===== src/verilog/cpu_settings.svh =====
`ifndef CPU_SETTINGS_SVH
`define CPU_SETTINGS_SVH

`define DATA_WIDTH 16
`define INSTR_WIDTH 32
`define PC_WIDTH 7
`define IMEM_DEPTH 128
`define DMEM_ADDR_WIDTH 8
`define DMEM_DEPTH 256
`define REG_ADDR_WIDTH 5
`define REG_COUNT 32

// instruction field positions
`define OPCODE_MSB 31
`define OPCODE_LSB 28
`define RD_MSB 26
`define RD_LSB 22
`define RS_MSB 21
`define RS_LSB 17
`define IMM_FLAG_BIT 16
`define IMM_MSB 15

`endif


===== src/verilog/cpuPkg.sv =====
`include "cpu_settings.svh"

package cpuPkg;

	typedef logic [`DATA_WIDTH-1:0] dataWordT;
	typedef logic [`INSTR_WIDTH-1:0] instrWordT;
	typedef logic [`PC_WIDTH-1:0] pcT;
	typedef logic [`REG_ADDR_WIDTH-1:0] regAddrT;

	// codes 13 and 14 are unused and decode as halt
	typedef enum logic [3:0] {
		OP_NOP = 4'd0,
		OP_ADD = 4'd1,
		OP_SUB = 4'd2,
		OP_AND = 4'd3,
		OP_OR = 4'd4,
		OP_XOR = 4'd5,
		OP_SLT = 4'd6,
		OP_SHL = 4'd7,
		OP_JMP = 4'd8,
		OP_BNZ = 4'd9,
		OP_LOAD = 4'd10,
		OP_STORE = 4'd11,
		OP_LI = 4'd12,
		OP_HALT = 4'd15
	} opcodeT;

	// same order as opcodes 0 to 7
	typedef enum logic [2:0] {
		ALU_PASS,
		ALU_ADD,
		ALU_SUB,
		ALU_AND,
		ALU_OR,
		ALU_XOR,
		ALU_SLT,
		ALU_SHL
	} aluFuncT;

endpackage


===== src/verilog/aluExecute.sv =====
`timescale 1ns/1ps
`include "cpu_settings.svh"

module aluExecute (
	input  cpuPkg::aluFuncT  aluFunc,
	input  logic             useImm,
	input  cpuPkg::dataWordT imm,
	input  cpuPkg::dataWordT rsData,
	input  cpuPkg::dataWordT rdData,
	input  logic             isJump,
	input  logic             isBnz,
	output cpuPkg::dataWordT aluResult,
	output logic             pcLoad,
	output cpuPkg::pcT       pcTarget
);
	import cpuPkg::*;

	dataWordT opB;
	logic lessThan;

	// register forms take rd as second source
	assign opB = useImm ? imm : rdData;

	assign lessThan = $signed(rsData) < $signed(opB);

	////////////////////////////////////////////////////////////
	// alu
	always_comb begin
		case (aluFunc)
			ALU_PASS: aluResult = opB;
			ALU_ADD: aluResult = rsData + opB;
			ALU_SUB: aluResult = rsData - opB;
			ALU_AND: aluResult = rsData & opB;
			ALU_OR: aluResult = rsData | opB;
			ALU_XOR: aluResult = rsData ^ opB;
			ALU_SLT: aluResult = {{(`DATA_WIDTH-1){1'b0}}, lessThan};
			ALU_SHL: aluResult = rsData << opB[3:0];
			default: aluResult = opB;
		endcase
	end

	////////////////////////////////////////////////////////////
	// next pc
	assign pcLoad = isJump | (isBnz & (rsData != '0));
	assign pcTarget = imm[`PC_WIDTH-1:0];

endmodule


===== config.mk =====
export PLATFORM = sky130hd
export DESIGN_NAME = aluExecute
export DESIGN_NICKNAME = d
export VERILOG_FILES = /design/src/verilog/cpuPkg.sv /design/src/verilog/aluExecute.sv
export VERILOG_INCLUDE_DIRS = /design/src /design/src/verilog
export SDC_FILE = /design/constraint.sdc
export NUM_CORES = 1
export LEC_CHECK = 0
export ABC_CLOCK_PERIOD_IN_PS = 6100
export BUFFER_PORTS_ARGS = -buffer_cell sky130_fd_sc_hd__buf_2
export CORE_MARGIN = 4
export CORE_UTILIZATION = 55
export DETAILED_ROUTE_END_ITERATION = 8
export PLACE_DENSITY = 0.84
export SYNTH_ARGS = -nofsm -noshare
export SYNTH_HDL_FRONTEND = slang
export SYNTH_SLANG_ARGS = --single-unit
export TNS_END_PERCENT = 50

===== constraint.sdc =====
create_clock -name vclk -period 6.1
set_input_delay 1.22 -clock vclk [all_inputs]
set_output_delay 1.22 -clock vclk [all_outputs]
set_load 0.05 [all_outputs]

==> implementation parameters <==
Parameter                              Value

Status
  Status    finished clean

Pwr
  P_int    0.000173 W
  Power dissipated by switching net loads    0.000331 W
  Power per standard cell area    128 mW/mm^2
  Clock power frac    0%
  Worst voltage drop across the vdd grid    0.0877 mV
  Combinational share of power    100.0%
  Cell leakage power    1.90 nW
  Portion of total power attributed to sequential cells    0%
  Sw Ratio    65.7%

STA
  Maximum frequency from static timing analysis    176 MHz
  Final hold vios    0
  Final slew viol count    0
  Setup Total Neg Slack    0 ns
  Final period demand of the worst path    5.69 ns
  Fin crit share    93.3%
  Pin slew with the least headroom to its limit    1.06 ns
  Setup repair after global routing missed its margin    no
  Count of final setup violators    0
  Max-Slew Margin vs Limit    28.9%

Finish
  Fill cell instance count of the final layout    597
  Number of clock buffer instances in the layout    0
  Final sequential cell count    0
  Number of antenna diodes    0
  Fraction of layout cells with a size suffix above 1    18.5%
  Nets    685
  Sequential cell area    0 sq um
  Core occupancy in the finished layout    62.2%
  Final Cell Area    0.00393 sq mm
  Area added between synthesis and finish    10.1%

Placement
  Instance area after placement    0.00393 sq mm
  Post-DP HPWL    9.87 mm
  Global placement routability congestion    1.00
  PortBufs    78

Route
  DRT antenna net count    0
  Routed WL    12.8 mm
  Count of vias placed by the detailed router    4362
  Number of design rule violations left after detail routing    0
  Initial drt markers    557
  Via/cell ratio    6.71
  WL per Instance    19.6 microns
  TritonRoute pass-1 iters    6

Synthesis
  Post-synthesis sequential area ratio    0%
  Most common cell in the netlist    a21oi_1
  Count of different cell masters after synthesis    64
  Post-Syn Instances    526
  Dominant cell type by area after synthesis    ha_1
  Proportion of netlist area held by the largest area contributor    18.9%
  Most instantiated cells after synthesis    61 x a21oi_1, 54 x ha_1, 54 x nor2_1
  Top cells by area, synth    ha_1 19%, mux2i_1 10%, a21oi_1 8.6%
  Cell area after technology mapping    0.00357 sq mm
  Net count after synthesis    636
  Count of warnings emitted by yosys    0
  Average cell area after synthesis    6.78 sq um

Worst setup path
  Buf+Inv Stages, Crit Path    4
  Type of the worst setup path    primary input to output pin
  Most common cell on crit path    buf_2
  Peak per-stage delay on the critical path    0.47 ns
  Req. time, crit path    4.88 ns
  Kind of start point of the critical path    primary input
  WP depth    13
  Data arrival, critical path    4.47 ns
  Critical-path maximum fanout    10
  Kind of cell adding the most delay to the critical path    compound AO/OA/AOI/OAI gates
  Critical path endpoint category    output pin
  Slowest cell on crit path    a2111oi_0
  Critical path cell sequence    buf_2 > buf_4 > mux2i_1 > inv_1 > ha_1 > a2111oi_0 > o21ai_1 > a31o_2 > a211oi_1 > xnor2_1 > a21oi_1 > a22oi_1 > buf_2

Global route
  Via count of the first global-routing pass    3927
  Global routing usage summed across all routing layers    31.5%
  Antenna violations before repair    0
  Overflow after GRT    0
  Pin count of the biggest net entering global routing    30
  First-pass GRT wire length    19.7 mm

Floorplan
  Cell row count    29
  Floorplan die area    0.00784 sq mm
  Die X-Extent    88.5 microns
  Chip height    88.5 microns
  Core Region    0.00631 sq mm
  I/O pin count    78
  Initial core utilization    56.5%

Job
  Number of max-cap violations    0

Hold path
  Type of the worst min-delay path    primary input to output pin
  Hold path startpoint    imm[4]
  Endpoint of the worst hold-timing path    pcTarget[4]
  WHS Path Cells    2

Clock network
  Hold buffer count at cts    0
  # resized after CTS    0
  Setup fix buffers added after clock tree synthesis    0
## layout make-up
cell class	instances	area, sq um	area share [%]
repair buffers	86	450	11.5
well taps	77	96.3	2.45
inverters	48	180	4.59
multi-input cells	439	3200	81.5
## cell usage in the layout (no fill, tap or decap), drive strengths merged, types with 5 or more instances in the layout
| cell | count |
|---|---|
| a21o | 7 |
| mux2i | 39 |
| o211ai | 9 |
| a221oi | 5 |
| o22ai | 11 |
| inv | 47 |
| o21ai | 17 |
| o31ai | 7 |
| nand2 | 40 |
| xnor2 | 14 |
| mux2 | 6 |
| a22oi | 5 |
| nand3 | 6 |
| a211oi | 8 |
| buf | 86 |
| nor4 | 9 |
| a31oi | 9 |
| a21oi | 61 |
| and3 | 5 |
| nor3 | 15 |
| nor2 | 54 |
| o221ai | 5 |
| o21a | 5 |
| ha | 54 |
## stage by stage
step           hold WS, ns  instances  setup slack (ns)  power, W
6_report              2.74        650             0.410  0.000504
5_1_grt               2.75        650             0.207  0.000539
4_1_cts               2.74        650             0.429  0.000491
3_5_place_dp          2.74        650             0.441  0.000489
3_3_place_gp          2.74        650             0.500  0.000484
2_1_floorplan         2.61        526             0.241  0.000374
## logic make-up after synthesis
group | Yosys count | synth area share [%]
and+or+nand+nor | 148 | 19.3
xor gates and xnor gates | 15 | 3.68
muxes | 45 | 13.9
adders and majority gates | 56 | 20.1
buffers and inverters | 87 | 10.6
AOI/OAI and AO/OA | 175 | 32.4
## power groups by stage
stage	clock network, W	logic (W)	registers, W
6_report	0	0.000504	0
5_1_grt	0	0.000539	0
4_1_cts	0	0.000491	0
3_5_place_dp	0	0.000489	0
3_3_place_gp	0	0.000484	0
2_1_floorplan	0	0.000374	0
## worst max path at each step
stage	to	from
6_report	aluResult[15]	useImm
5_1_grt	aluResult[14]	useImm
4_1_cts	aluResult[10]	useImm
3_5_place_dp	aluResult[10]	useImm
3_3_place_gp	aluResult[10]	useImm
2_1_floorplan	aluResult[15]	useImm
## routing by layer
metal  share of wire [%]  wire [microns]  GRT usage, %
met1                  40            5060          42.1
met3                  13            1650          4.47
met5                   0               0             0
met4                 3.8             490          11.1
met2                  44            5550          51.3
Power figures use the tool's default switching activity.
