[src/verilog/cpu_settings.svh]
`ifndef CPU_SETTINGS_SVH
`define CPU_SETTINGS_SVH

`define DATA_WIDTH 16
`define INSTR_WIDTH 32
`define PC_WIDTH 7
`define IMEM_DEPTH 128
`define DMEM_ADDR_WIDTH 8
`define DMEM_DEPTH 256
`define REG_ADDR_WIDTH 5
`define REG_COUNT 32

// instruction field positions
`define OPCODE_MSB 31
`define OPCODE_LSB 28
`define RD_MSB 26
`define RD_LSB 22
`define RS_MSB 21
`define RS_LSB 17
`define IMM_FLAG_BIT 16
`define IMM_MSB 15

`endif

[src/verilog/cpuPkg.sv]
`include "cpu_settings.svh"

package cpuPkg;

	typedef logic [`DATA_WIDTH-1:0] dataWordT;
	typedef logic [`INSTR_WIDTH-1:0] instrWordT;
	typedef logic [`PC_WIDTH-1:0] pcT;
	typedef logic [`REG_ADDR_WIDTH-1:0] regAddrT;

	// codes 13 and 14 are unused and decode as halt
	typedef enum logic [3:0] {
		OP_NOP = 4'd0,
		OP_ADD = 4'd1,
		OP_SUB = 4'd2,
		OP_AND = 4'd3,
		OP_OR = 4'd4,
		OP_XOR = 4'd5,
		OP_SLT = 4'd6,
		OP_SHL = 4'd7,
		OP_JMP = 4'd8,
		OP_BNZ = 4'd9,
		OP_LOAD = 4'd10,
		OP_STORE = 4'd11,
		OP_LI = 4'd12,
		OP_HALT = 4'd15
	} opcodeT;

	// same order as opcodes 0 to 7
	typedef enum logic [2:0] {
		ALU_PASS,
		ALU_ADD,
		ALU_SUB,
		ALU_AND,
		ALU_OR,
		ALU_XOR,
		ALU_SLT,
		ALU_SHL
	} aluFuncT;

endpackage

[src/verilog/fetchUnit.sv]
`timescale 1ns/1ps
`include "cpu_settings.svh"

module fetchUnit (
	input  logic              clk,
	input  logic              rst,
	input  logic              run,
	input  logic              load,
	input  cpuPkg::pcT        loadAddr,
	input  cpuPkg::instrWordT loadData,
	input  logic              pcLoad,
	input  cpuPkg::pcT        pcTarget,
	input  logic              haltExec,
	output cpuPkg::instrWordT instr,
	output logic              phase,
	output cpuPkg::pcT        pc,
	output logic              halted
);
	import cpuPkg::*;

	instrWordT imemWord;

	// program loader only writes while stopped
	wordRam #(.wordT(instrWordT), .depth(`IMEM_DEPTH)) i_imem (
		.clk  (clk),
		.we   (load & ~run),
		.waddr(loadAddr),
		.raddr(pc),
		.wdata(loadData),
		.rdata(imemWord)
	);

	////////////////////////////////////////////////////////////
	// pc, phase and halt
	always_ff @(posedge clk) begin
		if (!rst || !run) begin
			pc <= '0;
			phase <= 1'b0;
			halted <= 1'b0;
		end else if (!halted) begin
			phase <= ~phase;
			if (phase) begin
				// halt keeps pc on the halt word
				if (haltExec)
					halted <= 1'b1;
				else if (pcLoad)
					pc <= pcTarget;
				else
					pc <= pc + 1'b1;
			end
		end
	end

	// instruction register, fetch edge
	always_ff @(posedge clk) begin
		if (run && !halted && !phase) begin
			instr <= imemWord;
		end
	end

endmodule

[src/verilog/wordRam.sv]
`timescale 1ns/1ps

module wordRam #(
	parameter type wordT = logic [7:0],
	parameter int depth = 16
) (
	input  logic                     clk,
	input  logic                     we,
	input  logic [$clog2(depth)-1:0] waddr,
	input  logic [$clog2(depth)-1:0] raddr,
	input  wordT                     wdata,
	output wordT                     rdata
);

	wordT mem [depth];

	always_ff @(posedge clk) begin
		if (we) begin
			mem[waddr] <= wdata;
		end
	end

	assign rdata = mem[raddr];

endmodule
[config.mk]
export PLATFORM = sky130hd
export DESIGN_NAME = fetchUnit
export DESIGN_NICKNAME = d
export VERILOG_FILES = /design/src/verilog/cpuPkg.sv /design/src/verilog/fetchUnit.sv /design/src/verilog/wordRam.sv
export VERILOG_INCLUDE_DIRS = /design/src /design/src/verilog
export SDC_FILE = /design/constraint.sdc
export NUM_CORES = 2
export LEC_CHECK = 0
export BUFFER_PORTS_ARGS = -buffer_cell sky130_fd_sc_hd__buf_2
export CAP_MARGIN = 5
export CELL_PAD_IN_SITES_DETAIL_PLACEMENT = 0
export CELL_PAD_IN_SITES_GLOBAL_PLACEMENT = 1
export CORE_AREA = 2 2 743 745
export DETAILED_ROUTE_END_ITERATION = 8
export DIE_AREA = 0 0 745 747
export PLACE_DENSITY = 0.45
export SLEW_MARGIN = 20
export SYNTH_ARGS = -nofsm -noshare
export SYNTH_HDL_FRONTEND = slang
export SYNTH_SLANG_ARGS = --single-unit
export TNS_END_PERCENT = 20
[constraint.sdc]
create_clock -name clk -period 5.95 [get_ports clk]
set_input_delay 0.2975 -clock clk [delete_from_list [all_inputs] [get_ports clk]]
set_output_delay 0.2975 -clock clk [all_outputs]
set_load 0.01 [all_outputs]
==> results.py <==
metrics = {
    "setup_path": {
        "critPathRequiredTime_ns": 6.65,
        "critPathSlowestCell": "nor4b_2",
        "crit_buf_inv": 4,
        "crit_type": "flop to flop",
        "cp-start-kind": "flop",
        "cpLargestDelayFamily": "buffers and inverters",
        "crit_chain": "buf_12, buf_12, buf_12, buf_12, mux4_2, o221ai_1, nor4b_2, a21oi_1",
        "crit_path_frequent_cell": "buf_12",
        "max_stage_delay_ns": 1.08,
        "end_kind": "flop",
        "cp_max_fo": 52,
        "crit_arrival_ns": 5.42,
    },
    "layout": {
        "final_cell_mix": "edfxtp_1, mux4_2, mux2i_1",
        "seq_area_um2": 124200,
        "final_common_cell": "edfxtp_1",
        "multi_input_area_um2": 33390,
        "nets": 7899,
        "fillCellCount": 51247,
        "drive_above_1_share_pct": 27.79,
        "area_growth_pct": 17.72,
    },
    "logic_synthesis": {
        "synth-xor-area-share_pct": 0.005522,
        "synth_top_family_by_area": "multiplexers",
        "ys_async_sr_fraction_pct": 0,
        "syn_area_per_cell_um2": 22.15,
        "ys.flop_type": "edfxtp_1",
        "synth_compound_area_share_pct": 3.089,
        "synth_area_um2": 158600,
        "syn-num-nets": 7213,
        "synth_edf_count": 4128,
        "synth_adder_area_share_pct": 0.007889,
        "ys_types": 63,
        "yosysWarnings": 0,
        "synth_seq_cells": 4137,
        "synth_mux_area_share_pct": 15.78,
        "synth-simple-area-share_pct": 1.287,
        "netlist_instances": 7160,
        "seq_area_frac_synth_pct": 78.27,
    },
    "timing": {
        "period_share_pct": 79.35,
        "period_minus_slack_ns": 4.721,
        "slew_viol_final": 0,
        "rsz0062_at_grt": "false",
        "max_freq_ghz": 0.2118,
        "finalWorstSetupSlack_ns": 1.229,
        "slew_headroom_pct": 15.13,
        "worstMarginPinSlew_ns": 1.267,
        "setup_viol": 0,
        "fin_skew_ns": 0.07045,
        "hold_violations": 0,
        "fin_tns_setup_ns": 0,
        "hold_ws_ns": 0.1410,
    },
    "power_and_ir_drop": {
        "ir_drop_mv": 0.2597,
        "power_mw": 61.71,
        "p_per_area_nw_per_um2": 330.5,
        "leakagePower_nw": 55.26,
    },
    "route": {
        "first_pass_iters": 5,
        "vias": 80295,
        "drt_iter0_drc": 9904,
        "antenna_left": 0,
        "wl_mm": 560.0,
        "drc": 0,
        "wl_per_cell_um": 36.08,
        "vias_per_cell": 5.174,
    },
    "global_routing": {
        "grt_pass1_vias": 80615,
        "grt_max_degree": 82,
        "grt_pass1_wl_mm": 749.1,
        "grt_overflow": 0,
        "antenna_found_initial": 77,
        "grt_use_total_pct": 19.72,
    },
    "cts": {
        "cts-resized-gates": 0,
        "cts_setup_buffers": 0,
        "numCtsBuffers": 456,
        "hold_buffers": 63,
        "clk_path_buf_depth": 4,
        "cts_tree": "yes",
        "clkSlewWorstSetupHoldPaths_ns": 0.06,
        "clock-sinks": 4137,
        "htreeDepth": 5,
        "clockRootBuffer": "clkbuf_16",
        "clock_latency_ns": 1.04,
    },
    "run_status": {
        "status": "finished clean",
    },
    "placed_design": {
        "dp_slack_ns": 1.254,
        "dp_hpwl_mm": 351.2,
        "place_congestion": 0.8046,
        "portBuffers": 92,
    },
    "floorplanning": {
        "core-area_um2": 547900,
        "ios": 93,
        "rows": 272,
        "die_h_um": 747,
        "start_util_pct": 28.95,
        "dieArea_um2": 556500,
        "die-width_um": 745,
    },
    "run": {
        "drv_cap": 0,
    },
    "min_path": {
        "hp-class": "primary input to flop",
    },
}
metrics by stage:
step	area, µm²	util (%)	instances
CTS	186600	34.06	15490
finish	186700	34.08	15520
floorplan	158600	-	7160
global route	186700	34.07	15500
global placement	170900	31.20	14557
detailed placement	171500	31.29	14586
final timing paths:
kind	from	slack, ns	depth (start not counted)	to
worst max register to register	pc[1]	1.23	8	instr[14]
worst min register to register	halted	0.58	2	phase
worst min-delay path	run	0.14	3	pc[2]
worst max-delay path	pc[1]	1.23	8	instr[14]
state kept, by name, summed over array words and instances, names as in the netlist:
register / cells
halted: 1
i_imem.mem: 4096
instr: 32
pc: 7
phase: 1
synthesized netlist by cell type (all sizes together), types with 43 or more instances:
cell type | n | area (µm²)
a211oi | 79 | 593.1
a21oi | 107 | 535.5
a221oi | 43 | 376.6
a22oi | 73 | 548.0
buf | 292 | 2033
clkbuf | 114 | 427.9
edfxtp | 4128 | 124000
mux2i | 597 | 5976
mux4 | 829 | 18670
nand2 | 133 | 499.2
nor2 | 204 | 775.8
o21ai | 79 | 395.4
o221ai | 66 | 578.1
o22ai | 77 | 481.7
worst register-to-register path, stage by stage (launching register included):
cell	delay [ns]
dfxtp_4	0.54
buf_12	0.28
buf_12	0.30
buf_12	0.33
buf_12	0.41
mux4_2	0.58
o221ai_1	0.66
nor4b_2	1.09
a21oi_1	0.18
area by class of cell:
cell class              instances  share of cell area (%)
diodes                         30                 0.04021
clock buffers                 555                   6.356
clock inverters               286                   1.431
inverters                       4                 0.01072
multi-input cells            2613                   17.88
flip-flops and latches       4137                   66.50
well taps                    7261                   4.866
repair buffers                634                   2.911
kinds of logic (layout without fill, tap and decap cells):
group | count (synthesis) | count (layout)
AOI/OAI and AO/OA | 691 | 691
DFF | 4137 | 4137
xor gates and xnor gates | 1 | 1
buffers and inverters | 410 | 1479
adders and majority gates | 1 | 1
muxes | 1460 | 1460
and+or+nand+nor | 460 | 460
other | 0 | 30
power breakdown:
| group | total (mW) | switching, mW | leakage, nW | internal [mW] |
|---|---|---|---|---|
| clock | 27.8 | 12.0 | 7.11 | 15.9 |
| sequential | 32.2 | 0.0765 | 37.2 | 32.1 |
| combinational | 1.65 | 1.24 | 11.0 | 0.407 |
| total | 61.7 | 13.3 | 55.3 | 48.4 |
metal layers:
layer	GRT usage (%)	up-vias	routed length (µm)
met1	28.25	45010	248000
li1	-	31895	-
met2	31.74	2756	264600
met4	4.761	14	14600
met5	0	-	79
met3	2.745	620	32730
(Power assumes the default switching activity.)
