--- src/verilog/cpu_settings.svh ---
`ifndef CPU_SETTINGS_SVH
`define CPU_SETTINGS_SVH

`define DATA_WIDTH 16
`define INSTR_WIDTH 32
`define PC_WIDTH 7
`define IMEM_DEPTH 128
`define DMEM_ADDR_WIDTH 8
`define DMEM_DEPTH 256
`define REG_ADDR_WIDTH 5
`define REG_COUNT 32

// instruction field positions
`define OPCODE_MSB 31
`define OPCODE_LSB 28
`define RD_MSB 26
`define RD_LSB 22
`define RS_MSB 21
`define RS_LSB 17
`define IMM_FLAG_BIT 16
`define IMM_MSB 15

`endif

--- src/verilog/cpuPkg.sv ---
`include "cpu_settings.svh"

package cpuPkg;

	typedef logic [`DATA_WIDTH-1:0] dataWordT;
	typedef logic [`INSTR_WIDTH-1:0] instrWordT;
	typedef logic [`PC_WIDTH-1:0] pcT;
	typedef logic [`REG_ADDR_WIDTH-1:0] regAddrT;

	// codes 13 and 14 are unused and decode as halt
	typedef enum logic [3:0] {
		OP_NOP = 4'd0,
		OP_ADD = 4'd1,
		OP_SUB = 4'd2,
		OP_AND = 4'd3,
		OP_OR = 4'd4,
		OP_XOR = 4'd5,
		OP_SLT = 4'd6,
		OP_SHL = 4'd7,
		OP_JMP = 4'd8,
		OP_BNZ = 4'd9,
		OP_LOAD = 4'd10,
		OP_STORE = 4'd11,
		OP_LI = 4'd12,
		OP_HALT = 4'd15
	} opcodeT;

	// same order as opcodes 0 to 7
	typedef enum logic [2:0] {
		ALU_PASS,
		ALU_ADD,
		ALU_SUB,
		ALU_AND,
		ALU_OR,
		ALU_XOR,
		ALU_SLT,
		ALU_SHL
	} aluFuncT;

endpackage

--- src/verilog/resultStage.sv ---
`timescale 1ns/1ps
`include "cpu_settings.svh"

module resultStage (
	input  logic             clk,
	input  logic             rst,
	input  cpuPkg::dataWordT aluResult,
	input  cpuPkg::dataWordT rdData,
	input  cpuPkg::regAddrT  rd,
	input  logic             isLoad,
	input  logic             isStore,
	input  logic             regWrite,
	output logic             wrEn,
	output cpuPkg::regAddrT  wrAddr,
	output cpuPkg::dataWordT wrData,
	output logic             wbValid,
	output cpuPkg::regAddrT  wbReg,
	output cpuPkg::dataWordT wbData
);
	import cpuPkg::*;

	dataWordT memWord;

	// store source is rd, address from the alu
	wordRam #(.wordT(dataWordT), .depth(`DMEM_DEPTH)) i_dmem (
		.clk  (clk),
		.we   (isStore),
		.waddr(aluResult[`DMEM_ADDR_WIDTH-1:0]),
		.raddr(aluResult[`DMEM_ADDR_WIDTH-1:0]),
		.wdata(rdData),
		.rdata(memWord)
	);

	assign wrEn = regWrite;
	assign wrAddr = rd;
	assign wrData = isLoad ? memWord : aluResult;

	always_ff @(posedge clk) begin
		if (!rst)
			wbValid <= 1'b0;
		else
			wbValid <= wrEn;
	end

	always_ff @(posedge clk) begin
		wbReg <= wrAddr;
		wbData <= wrData;
	end

endmodule

--- src/verilog/wordRam.sv ---
`timescale 1ns/1ps

module wordRam #(
	parameter type wordT = logic [7:0],
	parameter int depth = 16
) (
	input  logic                     clk,
	input  logic                     we,
	input  logic [$clog2(depth)-1:0] waddr,
	input  logic [$clog2(depth)-1:0] raddr,
	input  wordT                     wdata,
	output wordT                     rdata
);

	wordT mem [depth];

	always_ff @(posedge clk) begin
		if (we) begin
			mem[waddr] <= wdata;
		end
	end

	assign rdata = mem[raddr];

endmodule
--- config.mk ---
export PLATFORM = sky130hd
export DESIGN_NAME = resultStage
export DESIGN_NICKNAME = d
export VERILOG_FILES = /design/src/verilog/cpuPkg.sv /design/src/verilog/resultStage.sv /design/src/verilog/wordRam.sv
export VERILOG_INCLUDE_DIRS = /design/src /design/src/verilog
export SDC_FILE = /design/constraint.sdc
export NUM_CORES = 2
export LEC_CHECK = 0
export ABC_AREA = 1
export BUFFER_PORTS_ARGS = -buffer_cell sky130_fd_sc_hd__buf_2
export CAP_MARGIN = 20
export CORE_AREA = 2 2 566 849
export CTS_CLUSTER_SIZE = 40
export DETAILED_ROUTE_END_ITERATION = 7
export DIE_AREA = 0 0 568 851
export PLACE_DENSITY = 0.48
export SYNTH_ARGS = -nofsm -noshare
export SYNTH_HDL_FRONTEND = slang
export SYNTH_SLANG_ARGS = --single-unit
--- constraint.sdc ---
create_clock -name clk -period 8.05 [get_ports clk]
set_input_delay 1.61 -clock clk [delete_from_list [all_inputs] [get_ports clk]]
set_output_delay 1.61 -clock clk [all_outputs]
set_load 0.05 [all_outputs]
==> impl_metrics.toml <==
[clock_network]
cts_resized = 0
cts_buffers = 414
ctsRootBufferMaster = "clkbuf_16"
clk_latency_ps = 1030
cts_hold_buf = 0
clock-sinks = 4118
cts-htree-levels = 5
cts_tree = "yes"
clkTransAtPathRegs_ps = 60
cts_setup_buffers = 0
clockBufferDepth = 4

[timing]
hold_viol = 0
rsz0062_at_grt = "no"
fin_tns_setup_ps = 0
setup_viol = 0
tightest_slew_ps = 1140
slew-limit-headroom_pct = 23.8
period_share_pct = 94.0
max_freq_mhz = 132
fin_crit_ps = 7560
fin_skew_ps = 38.2
slew_viol_final = 0

[layout]
multi_input_area_sq_um = 38900
area.sequential_sq_um = 123000
fin_nets = 15252
area.growth.synth_to_final_pct = 14.6
layout-drive-gt1-share_pct = 8.86
fin_cells = 21839
fill_cells = 45667
utilization_pct = 39.9

[global_routing]
grt_overflow = 0
grt_pass1_vias = 106182
grt.total_usage_pct = 22.8
grt_pass1_wl_um = 796000
grt_max_degree = 153
antenna_found_initial = 31

[critical_path]
critPathMostFrequentCell = "nor2_1"
r2r_start = "i_dmem.mem[131][10]"
reg2reg_slack_ps = 4520
reg2reg_to = "wbData[10]"
cp.required_ps = 6440
reg2regPathDepth = 13
crit_buf_inv = 3
critPathTopFamily = "simple AND/OR/NAND/NOR gates"
critical_path_class = "primary input to primary output"
cp.arrival_ps = 5950
slowest_delay_ps = 840
crit_slowest_cell = "o21ai_0"
worstSetupEndpointType = "primary output"
path_max_fanout = 14
startpoint_type = "primary input"
worstPathCellList = "buf_2 -> nand2_4 -> inv_1 -> nand2_1 -> o21ai_0 -> nor2_1 -> nand2_1 -> nor2_1 -> nor2_1 -> buf_2"

[power_and_ir_drop]
pwr-share-seq_pct = 51.8
leakagePower_nw = 72.0
p_per_area_nw_per_um2 = 240
clkPwrFrac_pct = 41.6
peakVddDrop_v = 0.000202
intPower_mw = 34.8
power.share.combinational_pct = 6.6
p_switching_mw = 10.9
swShare_pct = 23.8

[synth]
yosysTopAreaCellShare_pct = 74.1
syn_inst = 14832
ys_seq_area_share_pct = 74.4
synthDistinctLibCells = 22
synth_top_area_cell = "edfxtp_1"
syn_nets = 14874
synth_area_per_cell_sq_um = 11.2
synth_area_sq_um = 166000
ys_warn_count = 0
synthTopCellsByArea = "edfxtp_1 (74%), nand2_1 (18%), nor2_1 (2.1%), buf_2 (1.3%), nand3_1 (0.79%)"
ys_seq_elements = 4118

[placement]
dpl.hpwl_um = 336000
gp_congestion = 0.851
dp_cells = 21054
portBuffers = 85

[drt]
detail_route.wl_per_cell_um = 25.7
drt_wl_total_um = 562000
firstDrtPassIters = 6
dr_total_vias = 109291
ant_nets = 0
vias_per_cell = 5.00
drc = 0
drt_iter0_drc = 10042

[hold_path]
hp-class = "primary input to flop"
holdPathEnd = "wbReg[1]"
hold_start = "rd[1]"
hold_depth = 1

[floorplan]
std_cell_rows = 311
dieArea_sq_um = 483000
io_pins = 86
dieWidth_um = 568
die_h_um = 851
core_sq_um = 477000
initial_core_util_pct = 34.8

[run_status]
outcome = "completed"

[job]
max_cap_viol_count = 0
## Yosys cell counts, drive strengths merged
master and n:
a21oi 204, a22oi 24, buf 569, clkbuf 198, clkinv 5, dfxtp 22
edfxtp 4096, inv 41, nand2 8062, nand3 262, nand4 208, nor2 914
o21ai 227
## cell usage in the layout (no fill, tap or decap), types with 59 or more instances in the layout
master	n
edfxtp_1	4096
nand4_1	208
clkinv_2	88
nand3_1	262
nor2_1	865
a21oi_1	204
clkbuf_1	87
o21ai_1	122
clkinv_1	108
clkbuf_16	425
buf_4	551
buf_2	59
buf_12	100
nand2_1	8043
o21ai_0	105
## worst max-delay path by stage
stage / startpoint / to / slack (ps) / depth (start not counted)
floorplan: aluResult[0] / wrData[6] / 2800 / 19
global placement: aluResult[5] / wrData[15] / 420 / 10
detailed placement: aluResult[5] / wrData[15] / 460 / 10
CTS: aluResult[5] / wrData[15] / 450 / 10
global route: aluResult[0] / wrData[1] / 540 / 20
finish: aluResult[5] / wrData[15] / 490 / 10
## layer usage
| metal | vias to the layer above | GRT usage, % | wire length (um) |
|---|---|---|---|
| met5 | - | 0 | 13 |
| met4 | 2 | 8.53 | 22300 |
| met3 | 799 | 2.28 | 26900 |
| met2 | 3113 | 40.6 | 287000 |
| met1 | 55036 | 28.4 | 226000 |
| li1 | 50341 | - | - |
## kinds of logic (layout without fill, tap and decap cells)
| kind of cell | after synthesis | count (layout) | share of synthesized area [%] |
|---|---|---|---|
| buffers and inverters | 813 | 1539 | 2.33 |
| AOI/OAI and AO/OA | 455 | 455 | 1.41 |
| and+or+nand+nor | 9446 | 9446 | 21.9 |
| DFF | 4118 | 4118 | 74.4 |
| other | 0 | 21 | 0 |
## power groups by stage
stage / logic (mW) / clock network (mW) / registers [mW]
2_1_floorplan: 1.33 / 0 / 24.1
3_3_place_gp: 3.03 / 0 / 24.1
3_5_place_dp: 3.03 / 0 / 24.1
4_1_cts: 3.04 / 19.3 / 23.7
5_1_grt: 3.21 / 20.1 / 23.6
6_report: 3.00 / 19.0 / 23.7
## stage by stage
| step | area, sq um | hold WS, ps | setup WS [ps] | power [mW] |
|---|---|---|---|---|
| 4_1_cts | 190000 | 600 | 449 | 46.0 |
| 5_1_grt | 190000 | 653 | 543 | 46.9 |
| 3_5_place_dp | 177000 | 1320 | 458 | 27.1 |
| 6_report | 190000 | 684 | 486 | 45.6 |
| 2_1_floorplan | 166000 | 1230 | 2800 | 25.5 |
| 3_3_place_gp | 177000 | 1330 | 418 | 27.1 |
## worst register-to-register path: cells and delay by family (launching register included)
kind            cells  cell delay, ps
buf+inv             1             270
compound gates      1             160
simple gates       11            2550
flops               1             370
## layout make-up
type                            count  share of cell area, %
Antenna cell                       21                 0.0276
Clock buffer                      512                   5.77
Clock inverter                    252                   1.07
Inverter                           46                  0.120
Multi-Input combinational cell   9901                   20.4
Sequential cell                  4118                   64.9
Tap cell                         6260                   4.12
Timing Repair Buffer              729                   3.53
## state kept, by name, summed over array words and instances, names as in the netlist
| name | flops |
|---|---|
| i_dmem.mem | 4096 |
| wbReg | 5 |
| wbData | 16 |
| wbValid | 1 |
(Power assumes the default switching activity.)
