[src/verilog/cpu_settings.svh]
`ifndef CPU_SETTINGS_SVH
`define CPU_SETTINGS_SVH

`define DATA_WIDTH 16
`define INSTR_WIDTH 32
`define PC_WIDTH 7
`define IMEM_DEPTH 128
`define DMEM_ADDR_WIDTH 8
`define DMEM_DEPTH 256
`define REG_ADDR_WIDTH 5
`define REG_COUNT 32

// instruction field positions
`define OPCODE_MSB 31
`define OPCODE_LSB 28
`define RD_MSB 26
`define RD_LSB 22
`define RS_MSB 21
`define RS_LSB 17
`define IMM_FLAG_BIT 16
`define IMM_MSB 15

`endif

[src/verilog/cpuPkg.sv]
`include "cpu_settings.svh"

package cpuPkg;

	typedef logic [`DATA_WIDTH-1:0] dataWordT;
	typedef logic [`INSTR_WIDTH-1:0] instrWordT;
	typedef logic [`PC_WIDTH-1:0] pcT;
	typedef logic [`REG_ADDR_WIDTH-1:0] regAddrT;

	// codes 13 and 14 are unused and decode as halt
	typedef enum logic [3:0] {
		OP_NOP = 4'd0,
		OP_ADD = 4'd1,
		OP_SUB = 4'd2,
		OP_AND = 4'd3,
		OP_OR = 4'd4,
		OP_XOR = 4'd5,
		OP_SLT = 4'd6,
		OP_SHL = 4'd7,
		OP_JMP = 4'd8,
		OP_BNZ = 4'd9,
		OP_LOAD = 4'd10,
		OP_STORE = 4'd11,
		OP_LI = 4'd12,
		OP_HALT = 4'd15
	} opcodeT;

	// same order as opcodes 0 to 7
	typedef enum logic [2:0] {
		ALU_PASS,
		ALU_ADD,
		ALU_SUB,
		ALU_AND,
		ALU_OR,
		ALU_XOR,
		ALU_SLT,
		ALU_SHL
	} aluFuncT;

endpackage

[src/verilog/instDecode.sv]
`timescale 1ns/1ps
`include "cpu_settings.svh"

module instDecode (
	input  logic            clk,
	input  cpuPkg::instrWordT instr,
	input  logic            phase,
	input  logic            halted,
	input  logic            wrEn,
	input  cpuPkg::regAddrT wrAddr,
	input  cpuPkg::dataWordT wrData,
	output cpuPkg::aluFuncT aluFunc,
	output logic            useImm,
	output cpuPkg::dataWordT imm,
	output cpuPkg::dataWordT rsData,
	output cpuPkg::dataWordT rdData,
	output cpuPkg::regAddrT rd,
	output logic            isJump,
	output logic            isBnz,
	output logic            isLoad,
	output logic            isStore,
	output logic            regWrite,
	output logic            haltExec
);
	import cpuPkg::*;

	opcodeT opcode;
	regAddrT rs;
	logic immFlag;
	logic execute;
	logic writesReg;
	logic jumpOp;
	logic bnzOp;
	logic storeOp;
	logic haltOp;

	assign opcode = opcodeT'(instr[`OPCODE_MSB:`OPCODE_LSB]);
	assign rd = instr[`RD_MSB:`RD_LSB];
	assign rs = instr[`RS_MSB:`RS_LSB];
	assign immFlag = instr[`IMM_FLAG_BIT];
	assign imm = instr[`IMM_MSB:0];

	regFile i_regFile (
		.clk   (clk),
		.wrEn  (wrEn),
		.wrAddr(wrAddr),
		.rsAddr(rs),
		.rdAddr(rd),
		.wrData(wrData),
		.rsData(rsData),
		.rdData(rdData)
	);

	////////////////////////////////////////////////////////////
	// control decode
	always_comb begin
		aluFunc = ALU_PASS;
		useImm = 1'b0;
		writesReg = 1'b0;
		jumpOp = 1'b0;
		bnzOp = 1'b0;
		isLoad = 1'b0;
		storeOp = 1'b0;
		haltOp = 1'b0;
		case (opcode)
			OP_NOP: ;
			OP_ADD, OP_SUB, OP_AND, OP_OR, OP_XOR, OP_SLT, OP_SHL: begin
				aluFunc = aluFuncT'(opcode[2:0]);
				useImm = immFlag;
				writesReg = 1'b1;
			end
			OP_JMP: jumpOp = 1'b1;
			OP_BNZ: bnzOp = 1'b1;
			// address is rs plus immediate
			OP_LOAD: begin
				aluFunc = ALU_ADD;
				useImm = 1'b1;
				writesReg = 1'b1;
				isLoad = 1'b1;
			end
			OP_STORE: begin
				aluFunc = ALU_ADD;
				useImm = 1'b1;
				storeOp = 1'b1;
			end
			OP_LI: begin
				useImm = 1'b1;
				writesReg = 1'b1;
			end
			default: haltOp = 1'b1;
		endcase
	end

	// side effects only in execute phase
	assign execute = phase & ~halted;
	assign regWrite = execute & writesReg & (rd != '0);
	assign isJump = execute & jumpOp;
	assign isBnz = execute & bnzOp;
	assign isStore = execute & storeOp;
	assign haltExec = execute & haltOp;

endmodule

[src/verilog/regFile.sv]
`timescale 1ns/1ps
`include "cpu_settings.svh"

module regFile (
	input  logic             clk,
	input  logic             wrEn,
	input  cpuPkg::regAddrT  wrAddr,
	input  cpuPkg::regAddrT  rsAddr,
	input  cpuPkg::regAddrT  rdAddr,
	input  cpuPkg::dataWordT wrData,
	output cpuPkg::dataWordT rsData,
	output cpuPkg::dataWordT rdData
);
	import cpuPkg::*;

	dataWordT regs [`REG_COUNT];

	always_ff @(posedge clk) begin
		if (wrEn) begin
			regs[wrAddr] <= wrData;
		end
	end

	// register 0 is hardwired zero
	assign rsData = (rsAddr == '0) ? '0 : regs[rsAddr];
	assign rdData = (rdAddr == '0) ? '0 : regs[rdAddr];

endmodule

[config.mk]
export PLATFORM = sky130hd
export DESIGN_NAME = instDecode
export DESIGN_NICKNAME = d
export VERILOG_FILES = /design/src/verilog/cpuPkg.sv /design/src/verilog/instDecode.sv /design/src/verilog/regFile.sv
export VERILOG_INCLUDE_DIRS = /design/src /design/src/verilog
export SDC_FILE = /design/constraint.sdc
export NUM_CORES = 1
export LEC_CHECK = 0
export BUFFER_PORTS_ARGS = -buffer_cell sky130_fd_sc_hd__buf_2
export CAP_MARGIN = 20
export CORE_MARGIN = 4
export CORE_UTILIZATION = 25
export CTS_CLUSTER_SIZE = 16
export DETAILED_ROUTE_END_ITERATION = 8
export PLACE_DENSITY = 0.53
export SLEW_MARGIN = 40
export SYNTH_ARGS = -nofsm -noshare
export SYNTH_HDL_FRONTEND = slang
export SYNTH_SLANG_ARGS = --single-unit
[constraint.sdc]
create_clock -name clk -period 2 [get_ports clk]
set_clock_uncertainty 0.1 [all_clocks]
set_input_delay 0.2 -clock clk [delete_from_list [all_inputs] [get_ports clk]]
set_output_delay 0.2 -clock clk [all_outputs]
set_load 0.01 [all_outputs]
==> impl_metrics.csv, run 1 <==
group,metric,value,unit
yosys,ys_seq_area_share,63.54,%
yosys,synthArstFlopShare,0,%
worst_setup_path,cp_top_family,"multiplexers",
final_layout,nFillCells,9222,
final_layout,largest_reg_flops,512,
final_layout,final_nets,1581,
sta,hold_viol_final,0,
final_layout,regMostFlops,"i_regFile.regs",
sta,setup_viol_count_final,32,
die,rows,113,
yosys,synth_top_area_cell,"edfxtp_1",
power_and_ir_drop,power.leakage,10.01,nW
route,dr.pass1.iters,5,
final_layout,regArea,0.01537,mm2
yosys,synth_edf_count,512,
worst_setup_path,cp_data_required_time,1.70,ns
grt,grt_pass1_wl,109600,um
sta,whs,0.02232,ns
die,coreArea,0.09558,mm2
route,drc_errors,0,
die,die-area,0.1018,mm2
placement,io_buffers,86,
sta,setup_ws,-0.6489,ns
power_and_ir_drop,ir_drop,0.5868,mV
yosys,synth.avg_cell_area,18.98,um2
yosys,ys_ff_latch,512,
grt,grt.total_usage,14.61,%
die,ios,120,
grt,grt_max_degree,33,
worst_setup_path,crit_path_start_kind,"register",
worst_setup_path,crit_path_max_fanout,2,
worst_setup_path,cp.depth,6,
grt,antenna_found_initial,3,
sta,slew_violations,0,
route,vias,14590,
yosys,synth_area,0.02420,mm2
final_layout,top_regs,"i_regFile.regs: 512 flops",
worst_setup_path,crit_type,"register to output port",
sta,fin_crit_sh,132.4,%
yosys,synth-main-ff-cell,"edfxtp_1",
yosys,synth_area_leaders,"edfxtp_1, mux4_2, mux2i_1",
sta,period_needed,2.649,ns
sta,tightest_slew,0.6279,ns
clock_tree,cts_root_buffer,"clkbuf_16",
sta,rsz0062_at_grt,"yes",
placement,dp_hpwl,53050,um
min_path,holdPathStages,1,
route,routedWlPerCell,26.83,um
route,first_iter_violations,1377,
yosys,syn-num-nets,1332,
final_layout,syn_to_final_growth,27.80,%
run_status,violations,"setup timing",
die,die_y,319.1,um
clock_tree,cts_made_buffers,54,
worst_setup_path,crit_chain,"mux4_2 > mux2_4 > o21ai_4 > a311oi_2 > buf_4 > buf_6",
power_and_ir_drop,total_power,24.99,mW
placement,gp_congestion,0.8623,
min_path,min_path_type,"primary input to register",
route,ant_nets,0,
clock_tree,clock_path_buffers,3,
clock_tree,path_clk_slew,0.06,ns
job,drv_cap,0,
yosys,syn_inst,1275,
route,routed_wl,76090,um
worst_setup_path,crit_buf_inv,2,
worst_setup_path,endpoint_kind,"output port",
sta,fmax,377.5,MHz
sta,slew_headroom,58.14,%
final_layout,multi_input_area,0.008895,mm2
run_status,status,"complete, but fails checks",
grt,grt_overflow_total,0,
yosys,yosysWarnings,0,
worst_setup_path,arrival,2.35,ns
worst_setup_path,cp_slowest_stage_delay,0.47,ns
die,start_util,25.32,%
clock_tree,cts.sinks,512,
placement,placed_area,0.02818,mm2
final_layout,fin_area,0.03092,mm2
yosys,synth.distinct_cells,39,
clock_tree,htree_levels,2,
worst_setup_path,crit_slowest_cell,"mux4_2",
yosys,synth_top_area_share,63.54,%
final_layout,layout-drive-gt1-share,49.71,%
clock_tree,tritoncts,"built",
grt,grt_pass1_vias,15530,
power_and_ir_drop,power_density,808.0,mW/mm2
route,vias_per_cell,5.145,
die,die_w,319.1,um
-- metal layers --
metal | GRT usage (%) | vias up | share of wire (%)
li1 | - | 5976 | -
met2 | 22.92 | 632 | 46
met3 | 3.431 | 109 | 9.0
met4 | 3.568 | 0 | 2.1
met1 | 20.59 | 7875 | 43
met5 | 0 | - | 0
-- final timing paths --
kind | from | end | slack, ns
worst min-delay path | wrData[13] | i_regFile.regs[26][13] | 0.02
worst max-delay path | i_regFile.regs[15][2] | rsData[2] | -0.65
-- power by group --
part / leakage, nW / internal [mW] / switching, mW / total (mW)
Sequential: 4.61 / 11.9 / 0.0559 / 12.0
Clock: 0.864 / 5.95 / 4.12 / 10.1
Combinational: 4.54 / 1.36 / 1.55 / 2.91
-- placed cells by master, fill, tap and decap left out, types with 26 or more instances in the layout --
master	Yosys	routed
a211oi_2	0	26
a221oi_1	28	27
buf_12	4	77
buf_2	32	72
buf_4	40	153
clkbuf_16	0	57
edfxtp_1	512	512
mux2_4	0	27
mux2i_1	64	64
mux4_2	224	224
nor2_2	0	32
nor2b_1	38	33
-- final cells by class --
cell class | instances | share of cell area [%]
antenna | 2 | 0.01619
clock buffer | 69 | 4.758
clock inverter | 32 | 0.9913
inverter | 4 | 0.04856
multi-input combinational | 633 | 28.77
sequential | 512 | 49.72
tap | 1265 | 5.119
timing repair buffer | 319 | 10.58
-- Yosys cell counts, types with 3 or more instances --
cell,number
o21ai_1,15
edfxtp_1,512
a311oi_1,32
nand2b_1,3
buf_6,4
mux2_2,32
mux4_2,224
nand3_1,3
nor2b_1,38
buf_4,40
o21ai_0,47
mux2i_1,64
nor2_1,41
a221oi_1,28
nand2_1,13
nand3b_1,6
buf_2,32
o2111ai_1,4
inv_1,3
a211oi_1,32
buf_12,4
nor3_1,3
a22oi_1,31
clkbuf_1,43
-- stage by stage --
stage	setup WS (ns)	util (%)	cells	TNS, ns
after floorplan	-0.04002	-	1275	-4.685
after global placement	-0.6389	29.48	2728	-13.21
after detailed placement	-0.6890	29.48	2728	-13.53
after CTS	-0.6937	32.16	2834	-18.99
after global routing	-0.7145	32.35	2834	-20.31
final	-0.6489	32.35	2836	-17.94
-- kinds of logic after synthesis --
family | after synthesis | share of synthesized area [%]
buffers and inverters | 130 | 3.201
AND/OR/NAND/NOR | 119 | 2.565
flip-flops | 512 | 63.54
AO/OA/AOI/OAI | 194 | 5.704
multiplexers | 320 | 24.99
-- repair_timing --
action / in CTS / in global routing
gates cloned: 1 / 0
gates resized for setup: 174 / 36
hold buffers: 2 / 0
pin swaps: 28 / 16
endpoints found under the setup margin: 33 / 33
hold endpoints to repair: 26 / 0
buffers inserted: 7 / 2
(Power assumes the default switching activity.)
==> run 2: changes to the inputs <==
--- a/config.mk
+++ b/config.mk
@@ -13,6 +13,7 @@
 export CTS_CLUSTER_SIZE = 16
 export DETAILED_ROUTE_END_ITERATION = 8
 export PLACE_DENSITY = 0.53
+export SKIP_LAST_GASP = 1
 export SLEW_MARGIN = 40
 export SYNTH_ARGS = -nofsm -noshare
 export SYNTH_HDL_FRONTEND = slang
==> run 2 against run 1 <==
Against the previous run: the run still ends with setup timing left; core utilization barely moved; via count down 0.18%; worst setup slack worse by 0.038 ns; sequential power is essentially flat; highest routed layer unchanged.
==> impl_metrics.csv, run 2 (synthesized netlist as in run 1, its figures left out) <==
group,metric,value,unit
sta,hold_viol_final,0,
die,die-area,0.1018,mm2
die,die_y,319.1,um
route,routedWlPerCell,26.80,um
final_layout,regMostFlops,"i_regFile.regs",
clock_tree,cts_root_buffer,"clkbuf_16",
clock_tree,htree_levels,2,
sta,rsz0062_at_grt,"yes",
grt,grt_pass1_wl,109600,um
worst_setup_path,cp_slowest_stage_delay,0.61,ns
die,ios,120,
grt,grt_pass1_vias,15530,
sta,slew_headroom,54.57,%
sta,fin_crit_sh,134.3,%
final_layout,final_cell_mix,"edfxtp_1, mux4_2, buf_4, buf_12, buf_2",
job,drv_cap,0,
worst_setup_path,crit_type,"register to output port",
clock_tree,path_clk_slew,0.06,ns
worst_setup_path,crit_path_max_fanout,2,
clock_tree,cts.sinks,512,
sta,tightest_slew,0.6814,ns
route,ant_nets,0,
sta,fmax,372.2,MHz
sta,period_needed,2.687,ns
grt,antenna_found_initial,3,
power_and_ir_drop,power.leakage,9.988,nW
grt,grt.total_usage,14.61,%
placement,dp_hpwl,53050,um
route,drc_errors,0,
sta,slew_violations,0,
final_layout,multi_input_area,0.008860,mm2
die,rows,113,
route,dr.pass1.iters,5,
worst_setup_path,crit_slowest_cell,"a311oi_2",
route,first_iter_violations,1601,
run_status,status,"complete, but fails checks",
final_layout,syn_to_final_growth,27.66,%
final_layout,layout-drive-gt1-share,49.59,%
grt,grt_overflow_total,0,
run_status,violations,"setup timing",
placement,preCtsSetupSlack,-0.6890,ns
worst_setup_path,crit_path_start_kind,"register",
final_layout,top_regs,"i_regFile.regs: 512 flops",
placement,gp_congestion,0.8623,
route,vias_per_cell,5.136,
worst_setup_path,crit_chain,"mux4_2 > nor2b_1 > a211oi_1 > buf_4 > a311oi_2 > buf_2",
min_path,min_path_type,"primary input to register",
sta,whs,0.01331,ns
final_layout,finalNonFillerCells,2836,
route,vias,14570,
clock_tree,cts_made_buffers,54,
final_layout,largest_reg_flops,512,
clock_tree,clock_path_buffers,3,
worst_setup_path,cp_data_required_time,1.70,ns
worst_setup_path,arrival,2.39,ns
sta,setup_ws,-0.6865,ns
final_layout,utilization,32.32,%
final_layout,final_nets,1581,
power_and_ir_drop,ir_drop,0.5880,mV
die,start_util,25.32,%
grt,grt_max_degree,33,
worst_setup_path,endpoint_kind,"output port",
sta,setup_viol_count_final,32,
power_and_ir_drop,total_power,24.96,mW
clock_tree,tritoncts,"built",
die,die_w,319.1,um
final_layout,regArea,0.01537,mm2
placement,io_buffers,86,
placement,dp_cells,2728,
final_layout,layout_commonest_cell,"edfxtp_1",
final_layout,nFillCells,9229,
die,coreArea,0.09558,mm2
route,routed_wl,76000,um
power_and_ir_drop,power_density,808.2,mW/mm2
==> run 2: cell counts in the layout (fill, tap and decap cells not counted) <==
Identical to the previous run, type by type.
==> run 2: per-layer routing <==
metal | vias up | global-route usage, % | wire [um]
met5 | - | 0 | 0
met4 | 0 | 3.568 | 1610
met3 | 110 | 3.431 | 6867
met2 | 622 | 22.93 | 35030
met1 | 7868 | 20.57 | 32490
li1 | 5966 | - | -
==> run 2: what timing repair did <==
action / CTS / global route
hold buffers: 2 / 0
endpoints found under the hold margin: 26 / 0
cloned: 1 / 0
pin swaps: 27 / 16
resized for setup: 170 / 32
setup buffers: 7 / 2
setup endpoints to repair: 33 / 33
==> run 2: final cells by class <==
class | count | share of cell area [%]
sequential | 512 | 49.78
multi-input combinational | 633 | 28.68
timing repair buffer | 319 | 10.59
tap | 1265 | 5.124
clock buffer | 69 | 4.764
clock inverter | 32 | 0.9925
inverter | 4 | 0.04861
antenna | 2 | 0.01620
==> run 2: final timing paths <==
path                             startpoint                    to  slack [ns]  cells after the start
worst max-delay path  i_regFile.regs[10][7]             rsData[7]       -0.69                      6
worst min-delay path              wrData[9]  i_regFile.regs[3][9]        0.01                      1
==> run 2: per-stage QoR <==
| stage | area, um2 | TNS, ns |
|---|---|---|
| global placement | 28180 | -13.21 |
| detailed placement | 28180 | -13.53 |
| floorplan | 24200 | -4.685 |
| finish | 30890 | -17.98 |
| global route | 30880 | -20.38 |
| CTS | 30720 | -19.04 |
==> run 2: report_power, final <==
part	leakage, nW	internal (mW)	switching [mW]
combinational	4.51	1.35	1.54
sequential	4.61	11.9	0.0559
clock	0.864	5.95	4.12
==> run 2: worst max-delay path, delay by kind of cell (launching register included) <==
| kind | cells | cell delay (ns) |
|---|---|---|
| and+or+nand+nor | 1 | 0.12 |
| AOI/OAI and AO/OA | 2 | 0.67 |
| DFF | 1 | 0.35 |
| buffers and inverters | 2 | 0.42 |
| muxes | 1 | 0.22 |
==> run 3: changes to the inputs <==
--- a/config.mk
+++ b/config.mk
@@ -8,11 +8,13 @@
 export LEC_CHECK = 0
 export BUFFER_PORTS_ARGS = -buffer_cell sky130_fd_sc_hd__buf_2
 export CAP_MARGIN = 20
+export CELL_PAD_IN_SITES_DETAIL_PLACEMENT = 1
+export CELL_PAD_IN_SITES_GLOBAL_PLACEMENT = 2
 export CORE_MARGIN = 4
 export CORE_UTILIZATION = 25
 export CTS_CLUSTER_SIZE = 16
 export DETAILED_ROUTE_END_ITERATION = 8
-export PLACE_DENSITY = 0.53
+export PLACE_DENSITY = 0.61
 export SKIP_LAST_GASP = 1
 export SLEW_MARGIN = 40
 export SYNTH_ARGS = -nofsm -noshare
==> run 3 against run 2 <==
Against the previous run: the run still ends with setup timing left; first-iteration DRC count decreased by 20%; core utilization about the same; hold slack improved by 0.013 ns; via count increased by 0.14%; clock power decreased by 4%; worst setup slack improved by 0.050 ns; combinational power increased by 2%; critical path type unchanged; largest power group unchanged.
==> impl_metrics.csv, run 3 (synthesized netlist as in run 1, its figures left out) <==
group,metric,value,unit
run_status,status,"complete, but fails checks",
run_status,violations,"setup timing",
sta,fin_crit_sh,131.8,%
route,ant_nets,0,
clock_tree,path_clk_slew,0.06,ns
grt,grt_overflow_total,0,
grt,grt.total_usage,15.90,%
clock_tree,clock_path_buffers,3,
grt,grt_pass1_vias,16010,
sta,tightest_slew,0.6826,ns
sta,setup_ws,-0.6363,ns
placement,dp_hpwl,57600,um
sta,finalSetupTns,-16.66,ns
route,vias_per_cell,5.133,
final_layout,final_nets,1593,
final_layout,layout-drive-gt1-share,51.49,%
final_layout,layout_commonest_cell,"edfxtp_1",
grt,antenna_found_initial,2,
clock_tree,cts_root_buffer,"clkbuf_16",
min_path,min_path_type,"primary input to register",
power_and_ir_drop,power_density,795.9,mW/mm2
power_and_ir_drop,ir_drop,0.5923,mV
worst_setup_path,crit_slowest_cell,"mux4_2",
power_and_ir_drop,p_comb_share,12.0,%
power_and_ir_drop,switchingPower,5.787,mW
power_and_ir_drop,internal_power,18.83,mW
worst_setup_path,endpoint_kind,"output port",
clock_tree,cts.sinks,512,
route,routed_wl,82690,um
worst_setup_path,arrival,2.34,ns
route,dr.pass1.iters,5,
placement,placed_area,0.02832,mm2
clock_tree,cts_made_buffers,54,
placement,preCtsSetupSlack,-0.5611,ns
final_layout,fin_area,0.03093,mm2
job,drv_cap,0,
clock_tree,htree_levels,2,
die,die_y,319.1,um
route,vias,14590,
route,first_iter_violations,1285,
route,drc_errors,0,
worst_setup_path,cp_slowest_stage_delay,0.47,ns
final_layout,syn_to_final_growth,27.83,%
worst_setup_path,crit_chain,"mux4_2 > nor2b_1 > a211oi_2 > a311oi_4 > buf_2",
placement,gp_congestion,0.8486,
worst_setup_path,cp_data_required_time,1.70,ns
sta,setup_viol_count_final,33,
die,die-area,0.1018,mm2
worst_setup_path,crit_path_start_kind,"register",
final_layout,top_regs,"i_regFile.regs: 512 flops",
sta,rsz0062_at_grt,"yes",
die,die_w,319.1,um
final_layout,final_cell_mix,"edfxtp_1, mux4_2, buf_4, buf_2, buf_12",
power_and_ir_drop,p_sw_share,23.51,%
placement,io_buffers,86,
grt,grt_pass1_wl,118200,um
die,start_util,25.32,%
route,routedWlPerCell,29.09,um
worst_setup_path,crit_path_max_fanout,2,
final_layout,diodes,0,
sta,fmax,379.3,MHz
final_layout,largest_reg_flops,512,
power_and_ir_drop,clkPwrFrac,39.3,%
sta,whs,0.02664,ns
sta,slew_violations,0,
grt,grt_max_degree,33,
sta,period_needed,2.636,ns
sta,hold_viol_final,0,
die,ios,120,
clock_tree,tritoncts,"built",
power_and_ir_drop,power.leakage,10.05,nW
worst_setup_path,crit_type,"register to output port",
die,rows,113,
power_and_ir_drop,pwr-share-seq,48.8,%
die,coreArea,0.09558,mm2
sta,slew_headroom,54.50,%
final_layout,regMostFlops,"i_regFile.regs",
==> run 3: cell count changes in the layout (fill, tap and decap cells not counted), moves of 5 or more <==
cell      before  now
mux2_2         9    4
buf_12        77   69
a311oi_2      10   16
a221oi_2       1    6
o21ai_2       11   18
nor2b_4        4   11
buf_4        153  174
a221oi_1      27   22
nor2b_1       34   26
a311oi_1      17    9
mux2_4        23   28
==> run 3: layout make-up <==
class | instances | area (um2)
repair buffers | 331 | 3237
clock buffers | 69 | 1471
multi-input cells | 633 | 9047
clock inverters | 28 | 201.4
flip-flops and latches | 512 | 15370
inverters | 4 | 15.01
well taps | 1265 | 1583
fillers | 9714 | 64650
==> run 3: worst max-delay path: cells and delay by family, from the launching register on <==
kind                   cells  cell delay [ns]
AOI/OAI and AO/OA          2             0.51
buffers and inverters      1             0.20
and+or+nand+nor            1             0.15
muxes                      1             0.47
DFF                        1             0.41
==> run 3: path summary, 6_finish.rpt <==
check | start | end | slack (ns) | cells past startpoint
min | wrData[14] | i_regFile.regs[24][14] | 0.03 | 1
max | i_regFile.regs[11][7] | rsData[7] | -0.64 | 5
==> run 3: power groups by stage <==
stage                     clock [mW]  combinational (mW)  sequential (mW)
final                           9.66                2.95             12.0
after global routing            10.5                3.10             12.0
after CTS                       9.95                2.88             12.0
after detailed placement           0                2.65             12.2
after global placement             0                2.63             12.2
after floorplan                    0                1.33             12.2
==> run 3: stage by stage <==
stage	cells	power (mW)	utilization (%)
CTS	2845	24.84	32.08
detailed placement	2756	14.88	29.63
global route	2842	25.57	32.36
global placement	2756	14.85	29.63
floorplan	1275	13.53	-
finish	2842	24.62	32.36
==> run 3: repair_timing <==
action / CTS / global route
buffers inserted: 2 / 1
endpoints found under the setup margin: 33 / 33
pin swaps: 44 / 29
hold buffers: 1 / 0
hold endpoints to repair: 2 / 0
resized for setup: 183 / 51
==> run 3: per-layer routing <==
layer | track usage, % | wire length [um]
met1 | 22.74 | 37280
met2 | 24.27 | 37270
met3 | 3.976 | 6198
met4 | 4.048 | 1931
met5 | 0 | 0
